File: src/vga_pkg.sv
package vga_pkg;

    // Pixel column or line number, wide enough for 800x525 modes
    typedef logic [9:0] coord_t;

    // One colour channel intensity
    typedef logic [3:0] chan_t;

    // Raw pattern select as it arrives on the top level pins
    typedef logic [1:0] pattern_sel_t;

    // Test images, encoded on the raw select value
    typedef enum pattern_sel_t {
        PAT_BARS     = 2'd0,  // Eight vertical colour bars
        PAT_CHECKER  = 2'd1,  // 16 pixel black/white squares
        PAT_GRADIENT = 2'd2,  // Red on column, blue on line
        PAT_WHITE    = 2'd3   // Solid full white
    } pattern_e;

    // Full and zero channel levels
    localparam chan_t CHAN_MAX = 4'hF;
    localparam chan_t CHAN_OFF = 4'h0;

endpackage

File: src/vga_h_counter.sv
module vga_h_counter #(
    parameter int H_TOTAL = 800  // Clocks per line, sync through front porch
) (
    input  logic            clk,
    input  logic            rst_n,
    output vga_pkg::coord_t h_count,
    output logic            line_end
);

    // Last column of the line
    localparam vga_pkg::coord_t H_LAST = vga_pkg::coord_t'(H_TOTAL - 1);

    // Column counter, wraps at end of line
    always_ff @(posedge clk) begin
        if (!rst_n) begin
            h_count <= '0;
        end else if (line_end) begin
            h_count <= '0;                      // Back to start of sync pulse
        end else begin
            h_count <= h_count + 10'd1;
        end
    end

    // Strobe on last column so the line counter steps on the same edge as the wrap
    assign line_end = (h_count == H_LAST);

    // Counter must never run past the line total
    a_h_count_range : assert property (
        @(posedge clk) disable iff (!rst_n)
        h_count <= H_LAST
    ) else $error("h_count %0d beyond line total %0d", h_count, H_TOTAL);

endmodule

File: src/vga_pattern_gen.sv
module vga_pattern_gen #(
    parameter int H_OFFSET = 144,  // First active column
    parameter int V_OFFSET = 35,   // First active line
    parameter int H_ACTIVE = 640
) (
    input  logic                  clk,
    input  logic                  rst_n,
    input  vga_pkg::pattern_sel_t pattern_sel,
    input  logic                  h_sync_n_in,
    input  logic                  v_sync_n_in,
    input  logic                  video_on,
    input  vga_pkg::coord_t       pixel_x,
    input  vga_pkg::coord_t       pixel_y,
    output logic                  hsync_n,
    output logic                  vsync_n,
    output logic                  de,
    output vga_pkg::chan_t        red,
    output vga_pkg::chan_t        green,
    output vga_pkg::chan_t        blue,
    output vga_pkg::coord_t       x_out,
    output vga_pkg::coord_t       y_out
);

    localparam vga_pkg::coord_t X_OFF = vga_pkg::coord_t'(H_OFFSET);
    localparam vga_pkg::coord_t Y_OFF = vga_pkg::coord_t'(V_OFFSET);
    localparam vga_pkg::coord_t BAR_W = vga_pkg::coord_t'(H_ACTIVE / 8);  // Columns per bar

    vga_pkg::coord_t ax;        // Column inside active area
    vga_pkg::coord_t ay;        // Line inside active area
    vga_pkg::coord_t bar_k;     // Bar index, 0 on the left
    logic [2:0]      bar_col;   // RGB bits of the current bar
    logic            chk_on;
    vga_pkg::chan_t  red_d;
    vga_pkg::chan_t  green_d;
    vga_pkg::chan_t  blue_d;

    // Only meaningful inside the window, masked by video_on below
    assign ax      = pixel_x - X_OFF;
    assign ay      = pixel_y - Y_OFF;
    assign bar_k   = ax / BAR_W;
    assign bar_col = 3'd7 - bar_k[2:0];     // White on the left, black on the right
    assign chk_on  = ax[4] ^ ay[4];

    // Colour for the current pixel
    always_comb begin
        red_d   = vga_pkg::CHAN_OFF;        // Blanked unless active
        green_d = vga_pkg::CHAN_OFF;
        blue_d  = vga_pkg::CHAN_OFF;
        if (video_on) begin
            case (vga_pkg::pattern_e'(pattern_sel))
                vga_pkg::PAT_BARS: begin
                    red_d   = {4{bar_col[2]}};
                    green_d = {4{bar_col[1]}};
                    blue_d  = {4{bar_col[0]}};
                end
                vga_pkg::PAT_CHECKER: begin
                    red_d   = {4{chk_on}};  // Black or white square
                    green_d = {4{chk_on}};
                    blue_d  = {4{chk_on}};
                end
                vga_pkg::PAT_GRADIENT: begin
                    red_d   = ax[5:2];      // Ramps every 4 columns
                    blue_d  = ay[3:0];      // Ramps every line
                end
                vga_pkg::PAT_WHITE: begin
                    red_d   = vga_pkg::CHAN_MAX;
                    green_d = vga_pkg::CHAN_MAX;
                    blue_d  = vga_pkg::CHAN_MAX;
                end
            endcase
        end
    end

    // Colour and delayed timing leave in the same stage
    always_ff @(posedge clk) begin
        if (!rst_n) begin
            hsync_n <= 1'b1;
            vsync_n <= 1'b1;
            de      <= 1'b0;
            red     <= '0;
            green   <= '0;
            blue    <= '0;
            x_out   <= '0;
            y_out   <= '0;
        end else begin
            hsync_n <= h_sync_n_in;
            vsync_n <= v_sync_n_in;
            de      <= video_on;
            red     <= red_d;
            green   <= green_d;
            blue    <= blue_d;
            x_out   <= pixel_x;     // Keeps debug coords aligned with colour
            y_out   <= pixel_y;
        end
    end

    // Display sees black in every blanking interval
    a_blank_outside_de : assert property (
        @(posedge clk) disable iff (!rst_n)
        !de |-> (red == '0 && green == '0 && blue == '0)
    ) else $error("Colour not blanked at %0d,%0d", x_out, y_out);

endmodule

File: src/vga_sync.sv
module vga_sync #(
    parameter int H_SYNC   = 96,
    parameter int H_BACK   = 48,
    parameter int H_ACTIVE = 640,
    parameter int H_FRONT  = 16,
    parameter int V_SYNC   = 2,
    parameter int V_BACK   = 33,
    parameter int V_ACTIVE = 480,
    parameter int V_FRONT  = 10
) (
    input  logic            clk,
    input  logic            rst_n,
    output logic            h_sync_n,   // Active low
    output logic            v_sync_n,   // Active low
    output logic            video_on,
    output vga_pkg::coord_t pixel_x,    // Debug coordinates
    output vga_pkg::coord_t pixel_y
);

    // Line and frame totals for the counters
    localparam int H_TOTAL = H_SYNC + H_BACK + H_ACTIVE + H_FRONT;
    localparam int V_TOTAL = V_SYNC + V_BACK + V_ACTIVE + V_FRONT;

    // Window edges in count units
    localparam vga_pkg::coord_t H_SYNC_END  = vga_pkg::coord_t'(H_SYNC);
    localparam vga_pkg::coord_t V_SYNC_END  = vga_pkg::coord_t'(V_SYNC);
    localparam vga_pkg::coord_t H_ACT_FIRST = vga_pkg::coord_t'(H_SYNC + H_BACK);
    localparam vga_pkg::coord_t H_ACT_LAST  = vga_pkg::coord_t'(H_SYNC + H_BACK + H_ACTIVE - 1);
    localparam vga_pkg::coord_t V_ACT_FIRST = vga_pkg::coord_t'(V_SYNC + V_BACK);
    localparam vga_pkg::coord_t V_ACT_LAST  = vga_pkg::coord_t'(V_SYNC + V_BACK + V_ACTIVE - 1);

    vga_pkg::coord_t h_count;
    vga_pkg::coord_t v_count;
    logic            line_end;  // Steps the line counter
    logic            h_active;
    logic            v_active;

    vga_h_counter #(.H_TOTAL(H_TOTAL)) u_h_counter (
        .clk      (clk),
        .rst_n    (rst_n),
        .h_count  (h_count),
        .line_end (line_end)
    );

    vga_v_counter #(.V_TOTAL(V_TOTAL)) u_v_counter (
        .clk      (clk),
        .rst_n    (rst_n),
        .line_end (line_end),
        .v_count  (v_count)
    );

    // Active video windows, inclusive on both edges
    assign h_active = (h_count >= H_ACT_FIRST) && (h_count <= H_ACT_LAST);
    assign v_active = (v_count >= V_ACT_FIRST) && (v_count <= V_ACT_LAST);

    // One register stage behind the raw counts
    always_ff @(posedge clk) begin
        if (!rst_n) begin
            h_sync_n <= 1'b1;           // Syncs idle high
            v_sync_n <= 1'b1;
            video_on <= 1'b0;
            pixel_x  <= '0;
            pixel_y  <= '0;
        end else begin
            h_sync_n <= !(h_count < H_SYNC_END);   // Low during retrace
            v_sync_n <= !(v_count < V_SYNC_END);
            video_on <= h_active && v_active;
            pixel_x  <= h_count;
            pixel_y  <= v_count;
        end
    end

    // Porches must keep the active window clear of both retraces
    a_no_video_in_sync : assert property (
        @(posedge clk) disable iff (!rst_n)
        video_on |-> (h_sync_n && v_sync_n)
    ) else $error("video_on high during sync at %0d,%0d", pixel_x, pixel_y);

endmodule

File: src/vga_top.sv
module vga_top #(
    parameter int H_SYNC   = 96,
    parameter int H_BACK   = 48,
    parameter int H_ACTIVE = 640,
    parameter int H_FRONT  = 16,
    parameter int V_SYNC   = 2,
    parameter int V_BACK   = 33,
    parameter int V_ACTIVE = 480,
    parameter int V_FRONT  = 10
) (
    input  logic                  clk,          // Pixel clock
    input  logic                  rst_n,
    input  vga_pkg::pattern_sel_t pattern_sel,
    output logic                  hsync_n,
    output logic                  vsync_n,
    output logic                  de,
    output vga_pkg::chan_t        red,
    output vga_pkg::chan_t        green,
    output vga_pkg::chan_t        blue,
    output vga_pkg::coord_t       pixel_x,
    output vga_pkg::coord_t       pixel_y
);

    // Start of the active area on each axis
    localparam int H_OFFSET = H_SYNC + H_BACK;
    localparam int V_OFFSET = V_SYNC + V_BACK;

    logic            s_h_sync_n;
    logic            s_v_sync_n;
    logic            s_video_on;
    vga_pkg::coord_t s_pixel_x;     // Sync stage coordinates
    vga_pkg::coord_t s_pixel_y;

    vga_sync #(
        .H_SYNC   (H_SYNC),
        .H_BACK   (H_BACK),
        .H_ACTIVE (H_ACTIVE),
        .H_FRONT  (H_FRONT),
        .V_SYNC   (V_SYNC),
        .V_BACK   (V_BACK),
        .V_ACTIVE (V_ACTIVE),
        .V_FRONT  (V_FRONT)
    ) u_sync (
        .clk      (clk),
        .rst_n    (rst_n),
        .h_sync_n (s_h_sync_n),
        .v_sync_n (s_v_sync_n),
        .video_on (s_video_on),
        .pixel_x  (s_pixel_x),
        .pixel_y  (s_pixel_y)
    );

    vga_pattern_gen #(
        .H_OFFSET (H_OFFSET),
        .V_OFFSET (V_OFFSET),
        .H_ACTIVE (H_ACTIVE)
    ) u_pattern_gen (
        .clk         (clk),
        .rst_n       (rst_n),
        .pattern_sel (pattern_sel),
        .h_sync_n_in (s_h_sync_n),
        .v_sync_n_in (s_v_sync_n),
        .video_on    (s_video_on),
        .pixel_x     (s_pixel_x),
        .pixel_y     (s_pixel_y),
        .hsync_n     (hsync_n),
        .vsync_n     (vsync_n),
        .de          (de),
        .red         (red),
        .green       (green),
        .blue        (blue),
        .x_out       (pixel_x),     // Two clocks behind the counters
        .y_out       (pixel_y)
    );

endmodule

File: src/vga_v_counter.sv
module vga_v_counter #(
    parameter int V_TOTAL = 525  // Lines per frame, sync through front porch
) (
    input  logic            clk,
    input  logic            rst_n,
    input  logic            line_end,
    output vga_pkg::coord_t v_count
);

    // Last line of the frame
    localparam vga_pkg::coord_t V_LAST = vga_pkg::coord_t'(V_TOTAL - 1);

    // Line counter, only moves at the end of a line
    always_ff @(posedge clk) begin
        if (!rst_n) begin
            v_count <= '0;
        end else if (line_end) begin
            if (v_count == V_LAST) begin
                v_count <= '0;                  // Frame wrap
            end else begin
                v_count <= v_count + 10'd1;     // Next line
            end
        end
    end

    // Line count stays inside the frame
    a_v_count_range : assert property (
        @(posedge clk) disable iff (!rst_n)
        v_count <= V_LAST
    ) else $error("v_count %0d beyond frame total %0d", v_count, V_TOTAL);

endmodule
File: config.mk
export PLATFORM = sky130hd
export DESIGN_NAME = vga_top
export DESIGN_NICKNAME = d
export VERILOG_FILES = /design/src/vga_pkg.sv /design/src/vga_h_counter.sv /design/src/vga_pattern_gen.sv /design/src/vga_sync.sv /design/src/vga_top.sv /design/src/vga_v_counter.sv
export SDC_FILE = /design/constraint.sdc
export NUM_CORES = 1
export LEC_CHECK = 0
export BUFFER_PORTS_ARGS = -buffer_cell sky130_fd_sc_hd__buf_2
export CORE_MARGIN = 2
export CORE_UTILIZATION = 35
export CTS_CLUSTER_DIAMETER = 200
export CTS_CLUSTER_SIZE = 30
export DETAILED_ROUTE_END_ITERATION = 12
export REMOVE_ABC_BUFFERS = 1
export SYNTH_ARGS = -nofsm -noshare
export SYNTH_HDL_FRONTEND = slang
export SYNTH_SLANG_ARGS = --single-unit
File: constraint.sdc
create_clock -name clk -period 2.08 [get_ports clk]
set_clock_uncertainty 0.15 [all_clocks]
set_input_delay 0.416 -clock clk [delete_from_list [all_inputs] [get_ports clk]]
set_output_delay 0.416 -clock clk [all_outputs]
set_load 0.02 [all_outputs]
==> results of run 1 <==
==> worst min path at each step <==
stage	startpoint	endpoint	slack, ns	cells past startpoint
2_1_floorplan	u_sync.h_sync_n$_SDFF_PN1_	u_pattern_gen.hsync_n$_SDFF_PN1_	0.24	1
3_3_place_gp	u_sync.h_sync_n$_SDFF_PN1_	u_pattern_gen.hsync_n$_SDFF_PN1_	0.25	1
3_5_place_dp	u_sync.h_sync_n$_SDFF_PN1_	u_pattern_gen.hsync_n$_SDFF_PN1_	0.25	1
4_1_cts	pattern_sel[1]	u_pattern_gen.red[2]$_SDFF_PN0_	0.23	3
5_1_grt	pattern_sel[1]	u_pattern_gen.red[3]$_SDFF_PN0_	0.27	3
6_report	pattern_sel[1]	u_pattern_gen.red[3]$_SDFF_PN0_	0.26	3
==> worst max-delay path: stages, from the launching register on <==
cell      delay, ns
dfxtp_2        0.34
or4_4          0.57
and3_4         0.18
a221o_1        0.33
a221oi_2       0.23
o221ai_2       0.16
o21ai_1        0.11
==> cell usage in the layout, fill, tap and decap left out, types with 5 or more instances in the layout <==
| cell | n |
|---|---|
| xor2_1 | 11 |
| nand2_1 | 15 |
| nor3_1 | 7 |
| and2_1 | 44 |
| nand3_1 | 10 |
| o21ai_0 | 5 |
| buf_2 | 38 |
| a21oi_1 | 14 |
| nand4_1 | 7 |
| ha_1 | 5 |
| nor2_1 | 25 |
| inv_1 | 12 |
| clkbuf_8 | 9 |
| xnor2_1 | 11 |
| nand2b_1 | 5 |
| dfxtp_1 | 71 |
| buf_4 | 31 |
==> cell families (layout without fill, tap and decap cells) <==
kind of cell / count (synthesis) / in the layout / synth area share [%]
buffers and inverters: 32 / 97 / 4.81
multiplexers: 1 / 1 / 0.376
flip-flops: 75 / 75 / 50.1
AO/OA/AOI/OAI: 45 / 45 / 10.1
XOR/XNOR: 23 / 23 / 6.73
AND/OR/NAND/NOR: 135 / 135 / 25.3
adder cells (fa/ha/maj): 6 / 6 / 2.51
==> sequential cells by signal (all words and copies together) (netlist names) <==
signal	count
u_pattern_gen.blue	4
u_pattern_gen.de	1
u_pattern_gen.green	1
u_pattern_gen.hsync_n	1
u_pattern_gen.red	4
u_pattern_gen.vsync_n	1
u_pattern_gen.x_out	10
u_pattern_gen.y_out	10
u_sync.h_sync_n	1
u_sync.pixel_x	10
u_sync.pixel_y	10
u_sync.u_h_counter.h_count	10
u_sync.u_v_counter.v_count	10
u_sync.v_sync_n	1
u_sync.video_on	1
==> layout make-up <==
| class | instances | area share, % |
|---|---|---|
| repair buffers | 69 | 11.3 |
| inverters | 12 | 1.20 |
| clock inverters | 6 | 2.41 |
| clock buffers | 10 | 3.41 |
| well taps | 105 | 3.51 |
| multi-input cells | 210 | 37.9 |
| flip-flops and latches | 75 | 40.3 |
==> layer usage <==
metal  up-vias  GRT usage (%)
li1       1188              -
met1      1035           16.8
met2        44           21.8
met3        12           3.72
met4         0           7.39
met5         -              0
==> power by group through the flow <==
stage / sequential [W] / combinational, W / clock, W
after floorplan: 0.00149 / 0.0000265 / 0
after global placement: 0.00149 / 0.0000791 / 0
after detailed placement: 0.00149 / 0.0000796 / 0
after CTS: 0.00145 / 0.0000808 / 0.00126
after global routing: 0.00145 / 0.0000928 / 0.00133
final: 0.00145 / 0.0000808 / 0.00123
==> through the flow <==
step	instances	total power (W)	hold slack [ns]	worst slack, ns	TNS (ns)
floorplan	297	0.00152	0.236	-0.0851	-0.614
global placement	471	0.00157	0.248	-0.120	-0.905
detailed placement	471	0.00157	0.253	-0.218	-1.46
CTS	487	0.00279	0.233	-0.103	-0.371
global route	487	0.00287	0.266	-0.162	-0.796
finish	487	0.00276	0.256	-0.0635	-0.215
==> timing repair <==
item                                    4_1_cts  5_1_grt
endpoints found under the setup margin        9        9
pin swaps                                     4        3
gates resized for setup                      10        9
==> results.py, run 1 <==
metrics = {
    "min_path": {
        "hp-class": "primary input to flop",
    },
    "power": {
        "ir_worst_vdd_mv": 0.281,
        "p_sw_share_pct": 21.9,
        "power_density_nw_per_um2": 739,
        "p_int_w": 0.00216,
        "seqPwrFrac_pct": 52.6,
        "power.leakage_nw": 1.61,
        "p_clk_share_pct": 44.5,
        "combPwrFrac_pct": 2.9,
        "p_sw_w": 0.000606,
    },
    "cts": {
        "cts-htree-levels": 3,
        "clock_sinks": 75,
        "post-cts-setup-buffers": 0,
        "cts_tree": "yes",
        "root_buffer": "clkbuf_8",
        "path_clk_slew_ns": 0.08,
        "cts_buffers": 9,
        "clk_latency_ns": 0.35,
        "hold_buffers": 0,
        "cts_buffer_depth": 2,
    },
    "detailed_routing": {
        "vias": 2279,
        "wl_per_cell_um": 11.9,
        "avgViaCountPerCell": 4.68,
        "met2WireLength_um": 2620,
        "drt_wl_total_um": 5810,
        "dr.pass1.iters": 4,
        "drtIter0Drc": 40,
        "wl_met1_um": 2800,
        "met3WireLength_um": 235,
        "ant_nets": 0,
        "top_layer": "met4",
        "drc": 0,
    },
    "timing": {
        "min_period_ns": 2.14,
        "final-hold-violation-count": 0,
        "worst_slack_ns": -0.0635,
        "post-route-period-util_pct": 103,
        "max_freq_mhz": 467,
        "tightest_slew_ns": 0.475,
        "grt_setup_unrepaired": "true",
        "setup_violations": 4,
        "final_max_slew_viol_count": 0,
        "relSlewSlack_pct": 67.9,
    },
    "grt": {
        "grt_overflow": 0,
        "grt_pass1_vias": 2127,
        "grt_max_degree": 34,
        "antenna_found_initial": 0,
        "grt.total_usage_pct": 13.7,
        "grt_pass1_wl_um": 9690,
    },
    "status": {
        "status": "finished, violations left",
        "violations": "negative setup slack",
    },
    "cells_and_area": {
        "n_fill_cell": 830,
        "final_area_um2": 3740,
        "seq_area_um2": 1510,
        "drive_gt1_share_pct": 27.0,
        "insertedDiodeCount": 0,
        "nets": 387,
        "fin_util_pct": 45.3,
        "area_delta_synth_final_pct": 25.0,
        "multiInputGateArea_um2": 1420,
    },
    "synthesis": {
        "ys_types": 48,
        "ys_ff_latch": 75,
        "ys_seq_area_share_pct": 50.1,
        "ys.flop_type": "dfxtp_1",
        "syn_area_per_cell_um2": 9.45,
        "async_flop_share_pct": 0,
        "netlist.area_leader.share_pct": 50.1,
        "synth_common_cells": "dfxtp_1, and2_1, nor2_1, a21oi_1, nand2_1",
        "syn_area_um2": 2990,
        "yosysMostFrequentCell": "dfxtp_1",
        "synth_cells": 317,
        "ys_warn_count": 0,
        "synth_area_leaders": "dfxtp_1, and2_1, xor2_1, xnor2_1, nor2_1",
        "synth_edf_count": 0,
        "yosysTopAreaCell": "dfxtp_1",
    },
    "floorplanning": {
        "rows": 33,
        "die_area_um2": 9310,
        "start_util_pct": 36.3,
        "ios": 39,
        "die_h_um": 96.5,
        "coreArea_um2": 8260,
        "die_x_um": 96.5,
    },
    "placement": {
        "hpwl_um": 4040,
        "gp_congestion": 0.829,
        "port_buffers": 38,
        "postPlaceCellArea_um2": 3450,
    },
    "critical_path": {
        "path_class": "flop to flop",
        "startpoint": "u_sync.pixel_x[7]$_SDFF_PN0_",
        "crit_path_end": "u_pattern_gen.blue[3]$_SDFF_PN0_",
        "r2r-end": "u_pattern_gen.blue[3]$_SDFF_PN0_",
        "ff2ff_setup_slack_ns": -0.06,
        "r2r-start": "u_sync.pixel_x[7]$_SDFF_PN0_",
        "r2r_cells": 6,
        "worstSetupStartpointType": "flop",
        "end_kind": "flop",
        "arrival_ns": 2.28,
        "crit_path_max_fanout": 5,
        "worstPathRequired_ns": 2.21,
    },
    "run": {
        "max_cap_viol_count": 0,
    },
}
No activity file was read; power rests on OpenSTA's default activity.
==> run 2, diff against run 1 <==
clock period = 2.2 ns   (was 2.08 ns; I/O delays follow)
==> run 2 against run 1 <==
Against the previous run:
- the flow still finishes with violations (negative setup slack)
- critical path depth is 1 higher
- first-iteration DRC count is 38% higher
- via count is 0.66% lower
- maximum frequency is 3.0% lower
- non-clock buffer count is 9 lower
- sequential power is 6% lower
- flip-flop and latch count stayed put
- critical endpoint unchanged
- largest power group unchanged
==> results.py, run 2 (synthesized netlist as in run 1, its figures left out) <==
metrics = {
    "critical_path": {
        "max_stage_delay_ns": 0.57,
        "arrival_ns": 2.28,
        "slowest_stage": "or4_4",
        "end_kind": "flop",
        "cp_cell_sequence": "or4_4 > buf_4 > o21a_1 > a221oi_1 > a311oi_2 > o221ai_2 > o21ai_0",
        "crit_path_max_fanout": 5,
        "worstSetupStartpointType": "flop",
        "worstPathRequired_ns": 2.27,
        "r2r_cells": 7,
        "path_class": "flop to flop",
    },
    "power": {
        "power_density_nw_per_um2": 671,
        "fin_total_pwr_w": 0.00244,
        "p_clk_share_pct": 40.7,
        "combPwrFrac_pct": 2.9,
        "p_int_w": 0.00187,
        "power.leakage_nw": 1.55,
        "seqPwrFrac_pct": 56.4,
        "ir_worst_vdd_mv": 0.243,
        "p_sw_w": 0.000568,
        "p_sw_share_pct": 23.3,
    },
    "floorplanning": {
        "rows": 33,
        "start_util_pct": 36.3,
        "die_x_um": 96.5,
        "ios": 39,
        "die_h_um": 96.5,
        "die_area_um2": 9310,
        "coreArea_um2": 8260,
    },
    "cells_and_area": {
        "final_cell_mix": "dfxtp_1, and2_1, buf_2",
        "insertedDiodeCount": 0,
        "area_delta_synth_final_pct": 21.4,
        "final_common_cell": "dfxtp_1",
        "drive_gt1_share_pct": 25.5,
        "nets": 378,
    },
    "cts": {
        "cts_tree": "yes",
        "root_buffer": "clkbuf_8",
        "path_clk_slew_ns": 0.08,
        "hold_buffers": 0,
        "cts_buffers": 9,
        "cts-htree-levels": 3,
        "clock_sinks": 75,
        "clk_latency_ns": 0.34,
        "cts_buffer_depth": 2,
    },
    "grt": {
        "grt_max_degree": 32,
        "antenna_found_initial": 0,
        "grt_pass1_wl_um": 9740,
        "grt_overflow": 0,
        "grt.total_usage_pct": 13.6,
        "grt_pass1_vias": 2188,
    },
    "timing": {
        "relSlewSlack_pct": 62.7,
        "post-route-period-util_pct": 100,
        "setup_violations": 1,
        "grt_setup_unrepaired": "true",
        "worst_slack_ns": -0.00920,
        "final-hold-violation-count": 0,
        "final_max_slew_viol_count": 0,
        "max_freq_mhz": 453,
        "tightest_slew_ns": 0.552,
        "fin_setup_tns_ns": -0.00920,
        "min_period_ns": 2.21,
    },
    "min_path": {
        "hp-class": "flop to flop",
        "hold_depth": 1,
    },
    "detailed_routing": {
        "drt_wl_total_um": 5790,
        "dr.pass1.iters": 4,
        "avgViaCountPerCell": 4.74,
        "ant_nets": 0,
        "vias": 2264,
        "drtIter0Drc": 55,
        "wl_per_cell_um": 12.1,
        "drc": 0,
    },
    "placement": {
        "hpwl_um": 4010,
        "gp_congestion": 0.826,
        "place_ws_ns": -0.134,
        "port_buffers": 38,
    },
    "status": {
        "violations": "negative setup slack",
        "status": "finished, violations left",
    },
    "run": {
        "max_cap_viol_count": 0,
    },
}
run 2: timing repair:
action                                  4_1_cts  5_1_grt
buffers inserted                              0        2
gates resized for setup                       8        8
endpoints found under the setup margin        8        8
pin swaps                                     0        6
run 2: worst max-delay path, delay by kind of cell, from the launching register on:
family | cells | cell delay (ns)
AOI/OAI and AO/OA | 5 | 0.87
buffers and inverters | 1 | 0.16
and+or+nand+nor | 1 | 0.57
DFF | 1 | 0.34
run 2: worst paths after layout:
path	startpoint	endpoint	slack, ns
setup / recovery	u_sync.pixel_x[5]$_SDFF_PN0_	u_pattern_gen.blue[3]$_SDFF_PN0_	-0.009
hold / removal	u_sync.h_sync_n$_SDFF_PN1_	u_pattern_gen.hsync_n$_SDFF_PN1_	0.26
setup reg to reg	u_sync.pixel_x[5]$_SDFF_PN0_	u_pattern_gen.blue[3]$_SDFF_PN0_	-0.009
hold reg to reg	u_sync.h_sync_n$_SDFF_PN1_	u_pattern_gen.hsync_n$_SDFF_PN1_	0.26
run 2: cell type report:
cell class                 count  area (um^2)
inverter                      12         45.0
clock inverter                 5         36.3
tap                          105          131
timing repair buffer          60          355
sequential                    75         1510
multi-input combinational    210         1410
clock buffer                  11          151
fill                         818         4620
run 2: routing by layer:
metal | share of wire (%) | GRT usage (%)
met5 | 0 | 0
met4 | 2.5 | 7.28
met3 | 4.5 | 3.80
met2 | 47 | 21.8
met1 | 46 | 16.5
run 2: through the flow:
step           cells  utilization [%]  hold WS [ns]  instance area, um^2
3_3_place_gp     460             40.8         0.245                 3370
2_1_floorplan    297                -         0.236                 2900
3_5_place_dp     460             40.8         0.248                 3370
6_report         478             44.0         0.261                 3630
5_1_grt          478             44.0         0.285                 3630
4_1_cts          476             43.5         0.264                 3590
run 2: power groups by stage:
stage	registers, W	logic [W]	clock network, W
after floorplan	0.00141	0.0000250	0
after global placement	0.00141	0.0000700	0
after detailed placement	0.00141	0.0000703	0
after CTS	0.00137	0.0000715	0.00102
after global routing	0.00138	0.0000796	0.00109
final	0.00137	0.0000701	0.000992
==> run 3, diff against run 2 <==
CORE_UTILIZATION = 50   (was 35)
PLACE_DENSITY = 0.71   (was not set)
==> run 3 against run 2 <==
Against the previous run:
- the run still ends with negative setup slack left
- total power rose by 8.3%
- maximum frequency fell by 0.35%
- final cell count fell by 6.3%
- final area rose by 0.38%
- clock power rose by 20%
- flip-flop and latch count did not move
- worst hold slack got worse by 0.0020 ns
- sequential power barely moved
- count of clock-buffer cells in the layout fell by 2
- setup slack got worse by 0.0077 ns
- global-route usage rose by 5.2 points
- critical path type unchanged
- largest cell class unchanged
==> results.py, run 3 (synthesized netlist as in run 1, its figures left out) <==
metrics = {
    "detailed_routing": {
        "drc": 0,
        "dr.pass1.iters": 4,
        "avgViaCountPerCell": 5.13,
        "wl_per_cell_um": 12.9,
        "drt_wl_total_um": 5760,
        "ant_nets": 0,
        "drtIter0Drc": 151,
        "vias": 2298,
    },
    "timing": {
        "relSlewSlack_pct": 72.0,
        "grt_setup_unrepaired": "true",
        "min_period_ns": 2.22,
        "final_max_slew_viol_count": 0,
        "setup_violations": 3,
        "worst_slack_ns": -0.0169,
        "tightest_slew_ns": 0.414,
        "max_freq_mhz": 451,
        "final-hold-violation-count": 0,
        "post-route-period-util_pct": 101,
    },
    "grt": {
        "grt_pass1_wl_um": 9450,
        "grt.total_usage_pct": 18.8,
        "grt_overflow": 0,
        "antenna_found_initial": 0,
        "grt_max_degree": 19,
        "grt_pass1_vias": 2091,
    },
    "critical_path": {
        "ff2ff_setup_slack_ns": -0.02,
        "end_kind": "flop",
        "slowest_stage": "or4_4",
        "cp_cell_sequence": "or4_4 > and3_4 > a221o_1 > a221oi_2 > o221ai_2 > o21ai_0",
        "arrival_ns": 2.33,
        "max_stage_delay_ns": 0.57,
        "r2r_cells": 6,
        "r2r-end": "u_pattern_gen.blue[0]$_SDFF_PN0_",
        "path_class": "flop to flop",
        "crit_path_max_fanout": 5,
        "worstSetupStartpointType": "flop",
        "worstPathRequired_ns": 2.32,
        "startpoint": "u_sync.pixel_x[5]$_SDFF_PN0_",
        "r2r-start": "u_sync.pixel_x[5]$_SDFF_PN0_",
    },
    "cells_and_area": {
        "drive_gt1_share_pct": 25.2,
        "final_common_cell": "dfxtp_1",
        "nets": 378,
        "insertedDiodeCount": 0,
        "fin_cells": 448,
        "area_delta_synth_final_pct": 21.8,
        "final_area_um2": 3650,
        "final_cell_mix": "dfxtp_1, and2_1, buf_2",
    },
    "placement": {
        "port_buffers": 38,
        "dp.cells": 431,
        "gp_congestion": 0.884,
        "hpwl_um": 4000,
        "place_ws_ns": -0.0837,
        "postPlaceCellArea_um2": 3340,
    },
    "min_path": {
        "hold_depth": 1,
        "whs_endpoint": "u_pattern_gen.hsync_n$_SDFF_PN1_",
        "worstHoldStart": "u_sync.h_sync_n$_SDFF_PN1_",
        "hp-class": "flop to flop",
    },
    "floorplanning": {
        "ios": 39,
        "die_area_um2": 6620,
        "die_h_um": 81.4,
        "die_x_um": 81.4,
        "rows": 28,
        "start_util_pct": 51.2,
        "coreArea_um2": 5850,
    },
    "power": {
        "power_density_nw_per_um2": 724,
        "power.leakage_nw": 1.56,
        "ir_worst_vdd_mv": 0.458,
    },
    "cts": {
        "hold_buffers": 0,
        "clock_sinks": 75,
        "cts-htree-levels": 3,
        "cts_buffer_depth": 2,
        "path_clk_slew_ns": 0.08,
        "cts_buffers": 9,
        "root_buffer": "clkbuf_8",
        "cts_tree": "yes",
        "clk_latency_ns": 0.34,
    },
    "run": {
        "max_cap_viol_count": 0,
    },
    "status": {
        "violations": "negative setup slack",
        "status": "finished, violations left",
    },
}
-- run 3: changes by cell type in the layout (fill, tap and decap cells not counted), sizes merged --
cell,delta
bufinv,+2
clkbuf,-2
clkinvlp,-2
inv,+2
-- run 3: how the worst max path moves through the flow --
stage                                             endpoint  slack (ns)  cells past startpoint
after floorplan            u_pattern_gen.red[0]$_SDFF_PN0_        0.03                      8
after CTS                 u_pattern_gen.blue[0]$_SDFF_PN0_        0.02                      6
final                     u_pattern_gen.blue[0]$_SDFF_PN0_       -0.02                      6
after global routing      u_pattern_gen.blue[3]$_SDFF_PN0_       -0.07                      6
after detailed placement  u_pattern_gen.blue[3]$_SDFF_PN0_       -0.08                      8
after global placement    u_pattern_gen.blue[2]$_SDFF_PN0_       0.005                      8
-- run 3: critical path, delay by kind of cell (launching register included) --
kind               cells  cell delay [ns]
AOI/OAI and AO/OA      4             0.89
and+or+nand+nor        2             0.75
DFF                    1             0.35
-- run 3: timing repair --
action / CTS / global route
endpoints found under the hold margin: 0 / 0
setup endpoints to repair: 8 / 8
setup buffers: 0 / 1
gates resized for setup: 6 / 12
pin swaps: 0 / 5
-- run 3: area by class of cell --
type | count | area [um^2]
clock buffers | 9 | 124
clock inverters | 7 | 105
fillers | 489 | 2200
inverters | 12 | 45.0
multi-input cells | 210 | 1420
flip-flops and latches | 75 | 1510
well taps | 75 | 93.8
repair buffers | 60 | 355
-- run 3: report_power, final --
group / switching (W) / internal, W
logic: 0.0000421 / 0.0000270
clock network: 0.000539 / 0.000656
registers: 0.00000733 / 0.00137
-- run 3: per-stage QoR --
stage          power (W)  TNS (ns)  utilization (%)  hold WS [ns]
2_1_floorplan    0.00144         0                -         0.236
3_5_place_dp     0.00147    -0.540             57.0         0.242
6_report         0.00264   -0.0241             62.3         0.259
4_1_cts          0.00267         0             61.3         0.248
5_1_grt          0.00274    -0.264             62.3         0.272
3_3_place_gp     0.00147         0             57.0         0.243
-- run 3: metal layers --
| layer | GRT usage (%) | wire length, um | vias to the layer above |
|---|---|---|---|
| li1 | - | - | 1165 |
| met1 | 23.0 | 2630 | 1064 |
| met3 | 5.44 | 327 | 4 |
| met4 | 8.47 | 51 | 0 |
| met2 | 30.7 | 2750 | 65 |
| met5 | 0 | 0 | - |
